===== src/hdl/nabp_defs.svh =====
`ifndef NABP_DEFS_SVH
`define NABP_DEFS_SVH

// samples in one projection line
`define kLineSize 64

// signed line index, wide enough to reach past the line on either side
`define kSLength 8

// raw and filtered sample widths
`define kRawLength 12
`define kFilteredLength 16

// filter coefficient width and the scaling applied after the tap sum
`define kCoefLength 8
`define kCoefShift 6

// odd tap count, centred on the middle tap
`define kFilterTaps 5
`define kCentreTap ((`kFilterTaps - 1) / 2)

// cycles spent in delay_s before the first write
// two look-ahead samples, one memory read, one filter output register
`define kFillDelay 4

`endif


===== src/hdl/nabp_pkg.sv =====
`include "nabp_defs.svh"

package nabp_pkg;

    // raw projection sample as loaded by the host
    typedef logic signed [`kRawLength-1:0] raw_sample_t;

    // sample after filtering and scaling
    typedef logic signed [`kFilteredLength-1:0] filt_sample_t;

    // one filter tap
    typedef logic signed [`kCoefLength-1:0] coef_t;

    // position along the line, signed for out-of-range lookups
    typedef logic signed [`kSLength-1:0] s_index_t;

    // fill controller states
    typedef enum logic [1:0]
    {
        ready_s,
        delay_s,
        fill_s
    } fill_state_t;

endpackage


===== src/hdl/line_dual_port_ram.sv =====
`timescale 1ns/1ps

`include "nabp_defs.svh"

module line_dual_port_ram
#(
    parameter type payload_t = nabp_pkg::filt_sample_t,
    parameter int  depth     = `kLineSize
)
(
    input  logic               clk,
    input  logic               we_0,
    input  nabp_pkg::s_index_t addr_0,
    input  payload_t           data_in_0,
    input  nabp_pkg::s_index_t addr_1,
    output payload_t           data_out_0,
    output payload_t           data_out_1
);

    localparam int addr_bits = $clog2(depth);

    payload_t                 mem [depth];
    logic [addr_bits-1:0]     row_0;
    logic [addr_bits-1:0]     row_1;

    // low bits only, out-of-line indices alias
    assign row_0 = addr_0[addr_bits-1:0];
    assign row_1 = addr_1[addr_bits-1:0];

    // port 0 writes and reads, old data on a write cycle
    always_ff @(posedge clk)
    begin
        if (we_0)
            mem[row_0] <= data_in_0;
        data_out_0 <= mem[row_0];
    end

    // port 1 is read only
    always_ff @(posedge clk)
    begin
        data_out_1 <= mem[row_1];
    end

endmodule


===== src/hdl/filter_coeff_regs.sv =====
`timescale 1ns/1ps

`include "nabp_defs.svh"

module filter_coeff_regs
(
    input  logic                                 clk,
    input  logic                                 reset_n,
    input  logic                                 coef_we,
    input  logic [$clog2(`kFilterTaps)-1:0]      coef_idx,
    input  nabp_pkg::coef_t                      coef_data,
    output logic [`kFilterTaps*`kCoefLength-1:0] taps
);

    // unity gain once the tap sum is shifted down
    localparam nabp_pkg::coef_t unity_tap = nabp_pkg::coef_t'(1 << `kCoefShift);

    nabp_pkg::coef_t coef_q [`kFilterTaps];
    logic            idx_in_range;

    // indices past the last tap are dropped
    assign idx_in_range = (coef_idx < `kFilterTaps);

    // identity filter after reset
    always_ff @(posedge clk)
    begin
        if (!reset_n)
        begin
            for (int k = 0; k < `kFilterTaps; k++)
            begin
                if (k == `kCentreTap)
                    coef_q[k] <= unity_tap;
                else
                    coef_q[k] <= '0;
            end
        end
        else if (coef_we && idx_in_range)
        begin
            coef_q[coef_idx] <= coef_data;
        end
    end

    // tap k sits at bits [k*width +: width]
    always_comb
    begin
        for (int k = 0; k < `kFilterTaps; k++)
        begin
            taps[k*`kCoefLength +: `kCoefLength] = coef_q[k];
        end
    end

endmodule


===== src/hdl/projection_filter.sv =====
`timescale 1ns/1ps

`include "nabp_defs.svh"

module projection_filter
(
    input  logic                                 clk,
    input  logic                                 reset_n,
    input  nabp_pkg::raw_sample_t                raw_q,
    input  logic                                 sample_valid,
    input  logic [`kFilterTaps*`kCoefLength-1:0] taps,
    output nabp_pkg::filt_sample_t               filt_val
);

    // full precision of the tap sum, no overflow for any coefficient set
    localparam int acc_bits = `kRawLength + `kCoefLength + $clog2(`kFilterTaps);

    nabp_pkg::raw_sample_t      window [`kFilterTaps];
    nabp_pkg::raw_sample_t      gated_sample;
    nabp_pkg::coef_t            tap [`kFilterTaps];
    logic signed [acc_bits-1:0] acc;
    logic signed [acc_bits-1:0] scaled;

    // outside the line the raw data counts as zero
    assign gated_sample = sample_valid ? raw_q : '0;

    // split the flat tap vector
    always_comb
    begin
        for (int k = 0; k < `kFilterTaps; k++)
        begin
            tap[k] = nabp_pkg::coef_t'(taps[k*`kCoefLength +: `kCoefLength]);
        end
    end

    // newest sample enters at the top
    // window[k] holds raw[s + k - centre] for the output being formed
    always_ff @(posedge clk)
    begin
        if (!reset_n)
        begin
            for (int k = 0; k < `kFilterTaps; k++)
            begin
                window[k] <= '0;
            end
        end
        else
        begin
            for (int k = 0; k < `kFilterTaps - 1; k++)
            begin
                window[k] <= window[k + 1];
            end
            window[`kFilterTaps - 1] <= gated_sample;
        end
    end

    // multiply-accumulate across the window
    always_comb
    begin
        acc = '0;
        for (int k = 0; k < `kFilterTaps; k++)
        begin
            acc = acc + tap[k] * window[k];
        end
    end

    // arithmetic shift keeps the sign of negative sums
    assign scaled = acc >>> `kCoefShift;

    // output register, top bits are dropped
    always_ff @(posedge clk)
    begin
        filt_val <= scaled[`kFilteredLength-1:0];
    end

endmodule


===== src/hdl/filtered_ram_fill.sv =====
`timescale 1ns/1ps

`include "nabp_defs.svh"

module filtered_ram_fill
(
    input  logic                   clk,
    input  logic                   reset_n,
    input  logic                   fill_kick,
    input  nabp_pkg::filt_sample_t filt_val,
    input  nabp_pkg::s_index_t     pr0_s,
    input  nabp_pkg::s_index_t     pr1_s,
    output logic                   fill_done,
    output nabp_pkg::s_index_t     read_s,
    output logic                   sample_valid,
    output nabp_pkg::filt_sample_t pr0_val,
    output nabp_pkg::filt_sample_t pr1_val
);

    nabp_pkg::fill_state_t state;
    nabp_pkg::fill_state_t next_state;
    nabp_pkg::s_index_t    read_itr;
    nabp_pkg::s_index_t    write_itr;
    nabp_pkg::s_index_t    port0_s;
    logic                  kick_accepted;
    logic                  read_en;
    logic                  delay_done;
    logic                  last_write;
    logic                  write_enable;

    // kicks outside ready_s are ignored
    assign kick_accepted = (state == nabp_pkg::ready_s) && fill_kick;

    // read runs from the kick cycle until it reaches the end of the line
    assign read_en = kick_accepted ||
                     ((state != nabp_pkg::ready_s) && (read_itr != `kLineSize));

    // read iterator is one ahead of the delay count
    assign delay_done   = (state == nabp_pkg::delay_s) && (read_itr == `kFillDelay);
    assign write_enable = (state == nabp_pkg::fill_s);
    assign last_write   = write_enable && (write_itr == `kLineSize - 1);

    always_ff @(posedge clk)
    begin
        if (!reset_n)
            state <= nabp_pkg::ready_s;
        else
            state <= next_state;
    end

    // mealy next state
    always_comb
    begin
        next_state = state;
        case (state)
            nabp_pkg::ready_s:
                if (fill_kick)
                    next_state = nabp_pkg::delay_s;
            nabp_pkg::delay_s:
                if (delay_done)
                    next_state = nabp_pkg::fill_s;
            nabp_pkg::fill_s:
                if (last_write)
                    next_state = nabp_pkg::ready_s;
            default:
                next_state = nabp_pkg::ready_s;
        endcase
    end

    // read iterator saturates at the line size
    always_ff @(posedge clk)
    begin
        if (!reset_n)
            read_itr <= '0;
        else if (read_en)
            read_itr <= read_itr + 1'b1;
        else if (state == nabp_pkg::ready_s)
            read_itr <= '0;
    end

    // write iterator only moves during fill_s
    always_ff @(posedge clk)
    begin
        if (!reset_n)
            write_itr <= '0;
        else if (write_enable && !last_write)
            write_itr <= write_itr + 1'b1;
        else
            write_itr <= '0;
    end

    // aligned with raw_q, which lags read_s by one cycle
    always_ff @(posedge clk)
    begin
        if (!reset_n)
            sample_valid <= 1'b0;
        else
            sample_valid <= read_en;
    end

    assign read_s    = read_itr;
    assign fill_done = last_write;

    // port 0 belongs to the fill unless idle
    assign port0_s = (state == nabp_pkg::ready_s) ? pr0_s : write_itr;

    line_dual_port_ram
    #(
        .payload_t (nabp_pkg::filt_sample_t)
    )
    filtered_ram
    (
        .clk        (clk),
        .we_0       (write_enable),
        .addr_0     (port0_s),
        .data_in_0  (filt_val),
        .addr_1     (pr1_s),
        .data_out_0 (pr0_val),
        .data_out_1 (pr1_val)
    );

endmodule


===== src/hdl/filtered_line_top.sv =====
`timescale 1ns/1ps

`include "nabp_defs.svh"

module filtered_line_top
(
    input  logic                              clk,
    input  logic                              reset_n,
    // raw line load
    input  logic                              raw_we,
    input  nabp_pkg::s_index_t                raw_addr,
    input  nabp_pkg::raw_sample_t             raw_data,
    // filter taps
    input  logic                              coef_we,
    input  logic [$clog2(`kFilterTaps)-1:0]   coef_idx,
    input  nabp_pkg::coef_t                   coef_data,
    // fill control
    input  logic                              fill_kick,
    output logic                              fill_done,
    // processing ports
    input  nabp_pkg::s_index_t                pr0_s,
    input  nabp_pkg::s_index_t                pr1_s,
    output nabp_pkg::filt_sample_t            pr0_val,
    output nabp_pkg::filt_sample_t            pr1_val
);

    nabp_pkg::s_index_t                 read_s;
    nabp_pkg::raw_sample_t              raw_q;
    logic                               sample_valid;
    logic [`kFilterTaps*`kCoefLength-1:0] taps;
    nabp_pkg::filt_sample_t             filt_val;

    // host writes on port 0, fill reads on port 1
    line_dual_port_ram
    #(
        .payload_t (nabp_pkg::raw_sample_t)
    )
    raw_ram
    (
        .clk        (clk),
        .we_0       (raw_we),
        .addr_0     (raw_addr),
        .data_in_0  (raw_data),
        .addr_1     (read_s),
        .data_out_0 (),
        .data_out_1 (raw_q)
    );

    filter_coeff_regs coeff_regs
    (
        .clk       (clk),
        .reset_n   (reset_n),
        .coef_we   (coef_we),
        .coef_idx  (coef_idx),
        .coef_data (coef_data),
        .taps      (taps)
    );

    projection_filter filter
    (
        .clk          (clk),
        .reset_n      (reset_n),
        .raw_q        (raw_q),
        .sample_valid (sample_valid),
        .taps         (taps),
        .filt_val     (filt_val)
    );

    filtered_ram_fill fill_ctrl
    (
        .clk          (clk),
        .reset_n      (reset_n),
        .fill_kick    (fill_kick),
        .filt_val     (filt_val),
        .pr0_s        (pr0_s),
        .pr1_s        (pr1_s),
        .fill_done    (fill_done),
        .read_s       (read_s),
        .sample_valid (sample_valid),
        .pr0_val      (pr0_val),
        .pr1_val      (pr1_val)
    );

endmodule


===== config.mk =====
export PLATFORM = sky130hd
export DESIGN_NAME = filtered_line_top
export DESIGN_NICKNAME = d
export VERILOG_FILES = /design/src/hdl/nabp_pkg.sv /design/src/hdl/line_dual_port_ram.sv /design/src/hdl/filter_coeff_regs.sv /design/src/hdl/projection_filter.sv /design/src/hdl/filtered_ram_fill.sv /design/src/hdl/filtered_line_top.sv
export VERILOG_INCLUDE_DIRS = /design/src /design/src/hdl
export SDC_FILE = /design/constraint.sdc
export NUM_CORES = 2
export LEC_CHECK = 0
export ABC_AREA = 1
export BUFFER_PORTS_ARGS = -buffer_cell sky130_fd_sc_hd__buf_2
export CAP_MARGIN = 20
export CORE_UTILIZATION = 28
export DETAILED_ROUTE_END_ITERATION = 12
export HOLD_SLACK_MARGIN = 0.12
export PLACE_DENSITY = 0.4
export REMOVE_ABC_BUFFERS = 1
export SKIP_LAST_GASP = 1
export SLEW_MARGIN = 10
export SYNTH_ARGS = -nofsm -noshare
export SYNTH_HDL_FRONTEND = slang
export SYNTH_HIERARCHICAL = 1
export SYNTH_SLANG_ARGS = --single-unit

===== constraint.sdc =====
create_clock -name clk -period 9.09 [get_ports clk]
set_clock_uncertainty 0.2 [all_clocks]
set_input_delay 0.909 -clock clk [delete_from_list [all_inputs] [get_ports clk]]
set_output_delay 0.909 -clock clk [all_outputs]
set_load 0.01 [all_outputs]

==> impl_metrics.csv <==
group,metric,value,unit
route,wl,393000,um
worst_hold_path,hp-start,"raw_ram/data_out_1[1]",
route,drtPass1Iterations,8,
timing,period_minus_slack,7.60,ns
global_routing,grt_pass1_wl,568000,um
die,core,386000,um2
timing,final-hold-violation-count,0,
route,vias,82000,
timing,timing.final.crit_share,83.7,%
route,ant_nets,0,
synth,syn_area,109000,um2
outcome,status,"finished, final reports clean",
timing,setup_viol,0,
worst_setup_path,worstReg2RegEnd,"filter/filt_val[14]",
timing,fmax,132,MHz
die,die_area,391000,um2
place,dp_hpwl,241000,um
global_routing,grt_antenna_before_repair,22,
route,vias_per_cell,4.78,
power_and_ir_drop,p_leak,51.7,nW
worst_setup_path,crit_type,"reg -> reg",
route,route.detailed.drc,0,
finish,drive_gt1_share,7.12,%
worst_hold_path,whs_path_depth,2,
clock_network,postCtsSetupBuffers,0,
timing,setup_ws,1.49,ns
finish,final_nets,12500,
die,dieWidth,626,um
timing,final.setup.tns,0,ns
worst_setup_path,startpoint,"coeff_regs/coef_q[1][0]",
clock_network,cts.sinks,1971,
power_and_ir_drop,peakVddDrop,0.000474,V
clock_network,worstSkewPairLatency,0.95,ns
place,dpl_cell_area,115000,um2
worst_setup_path,startpoint_type,"register",
finish,layout_commonest_cell,"nand2_1",
die,start_util,28.2,%
global_routing,grtUsageTotal,19.7,%
worst_hold_path,hold_path_class,"reg -> reg",
timing,worst_slew_pin_slew,1.10,ns
clock_network,clockRootBuffer,"clkbuf_16",
die,rows,228,
die,ioPinCount,85,
clock_network,cts.clk_slew.worst_paths,0.05,ns
die,die_y,626,um
place,place_ws,1.43,ns
power_and_ir_drop,cellPowerDensity,242,nW/um2
place,port-buffer-count,78,
synth,synthCells,11900,
worst_setup_path,cp_data_arrival_time,8.20,ns
global_routing,grt_max_degree,175,
worst_setup_path,reg2reg_from,"coeff_regs/coef_q[1][0]",
synth,ys_warn_count,6,
worst_setup_path,r2r_cells,19,
timing,timing.hold.ws,0.208,ns
clock_network,cts_buffers,236,
timing,finalMaxSlewViolations,0,
global_routing,first_global_vias,80600,
clock_network,max-clock-path-buffers,4,
finish,final_cell_mix,"5229 x nand2_1, 1832 x edfxtp_1, 1548 x nand3_1, 1033 x inv_1, 557 x fa_1",
worst_setup_path,reg2reg_slack,1.49,ns
global_routing,overflow,0,
finish,syn2layout_area_growth,12.2,%
place,gp_congestion,0.873,
finish,postLayoutCellArea,122000,um2
route,wl_per_cell,22.9,um
clock_network,cts_htree_levels,4,
worst_hold_path,worst_hold_path.endpoint,"filter/window[0][49]",
clock_network,cts_tree,"yes",
worst_setup_path,path_max_fanout,12,
synth,syn_area_per_cell,9.14,um2
timing,relSlewSlack,26.1,%
worst_setup_path,endpoint_kind,"register",
route,drtIter0Drc,7349,
timing,rsz0062_at_grt,"false",
job,maxCapViolCount,0,
worst_setup_path,cp_data_required_time,9.68,ns
finish,fin_util,31.6,%
==> critical path, stage by stage, from the launching register on <==
cell      delay [ns]
edfxtp_1        0.73
nand2_1         0.19
inv_1           0.41
fa_1            0.52
fa_1            0.50
fa_1            0.57
fa_1            0.46
fa_1            0.61
fa_1            0.47
fa_1            0.50
inv_1           0.05
fa_1            0.53
inv_1           0.06
ha_1            0.27
ha_1            0.39
nand2_1         0.16
nor4_2          0.39
nand4_1         0.16
nand3_1         0.17
xor2_1          0.15
==> worst max path at each step <==
stage	end	slack, ns	cells after the start
2_1_floorplan	fill_ctrl/filtered_ram/mem[25][0]	-11.16	6
5_1_grt	filter/filt_val[14]	1.02	21
4_1_cts	filter/filt_val[14]	1.35	19
6_report	filter/filt_val[14]	1.49	19
3_5_place_dp	filter/filt_val[14]	1.43	19
3_3_place_gp	filter/filt_val[15]	1.34	25
==> report_power, final <==
part	switching (mW)	internal, mW
logic	6.66	2.71
clock network	3.98	5.24
registers	0.176	10.9
total	10.8	18.8
==> routing by layer <==
metal | up-vias | GRT usage (%) | share of wire [%]
met4 | 4 | 6.04 | 3.2
li1 | 37900 | - | -
met2 | 2725 | 31.5 | 46
met1 | 40800 | 27.5 | 45
met5 | - | 0 | 0.0051
met3 | 573 | 2.87 | 6.4
==> what timing repair did <==
| item | in CTS | in global routing |
|---|---|---|
| endpoints found under the hold margin | 1 | 0 |
| hold buffers | 1 | 0 |
| gates resized for setup | 0 | 0 |
==> metrics by stage <==
| step | cells | power, mW |
|---|---|---|
| floorplan | 11200 | 17.0 |
| global route | 17100 | 31.2 |
| CTS | 17100 | 30.1 |
| global placement | 16700 | 20.8 |
| detailed placement | 16700 | 20.8 |
| finish | 17100 | 29.6 |
==> sequential cells by signal (all words and copies together), names as in the netlist <==
signal                             cells
fill_ctrl/filtered_ram/mem          1024
raw_ram/mem                          768
filter/window                         60
coeff_regs/coef_q                     40
fill_ctrl/filtered_ram/data_out_0     16
fill_ctrl/filtered_ram/data_out_1     16
filter/filt_val                       16
raw_ram/data_out_1                    12
fill_ctrl/read_s                       8
fill_ctrl/write_itr                    8
fill_ctrl/state                        2
fill_ctrl/sample_valid                 1
==> final cells by class <==
type | count | area [um2]
diodes | 11 | 27.5
repair buffers | 327 | 2470
multi-input cells | 8166 | 44000
inverters | 1059 | 4040
well taps | 5175 | 6470
clock inverters | 124 | 983
fillers | 39700 | 264000
clock buffers | 311 | 6430
flip-flops and latches | 1971 | 57800
Note: power is estimated with default switching activity, not from simulation.
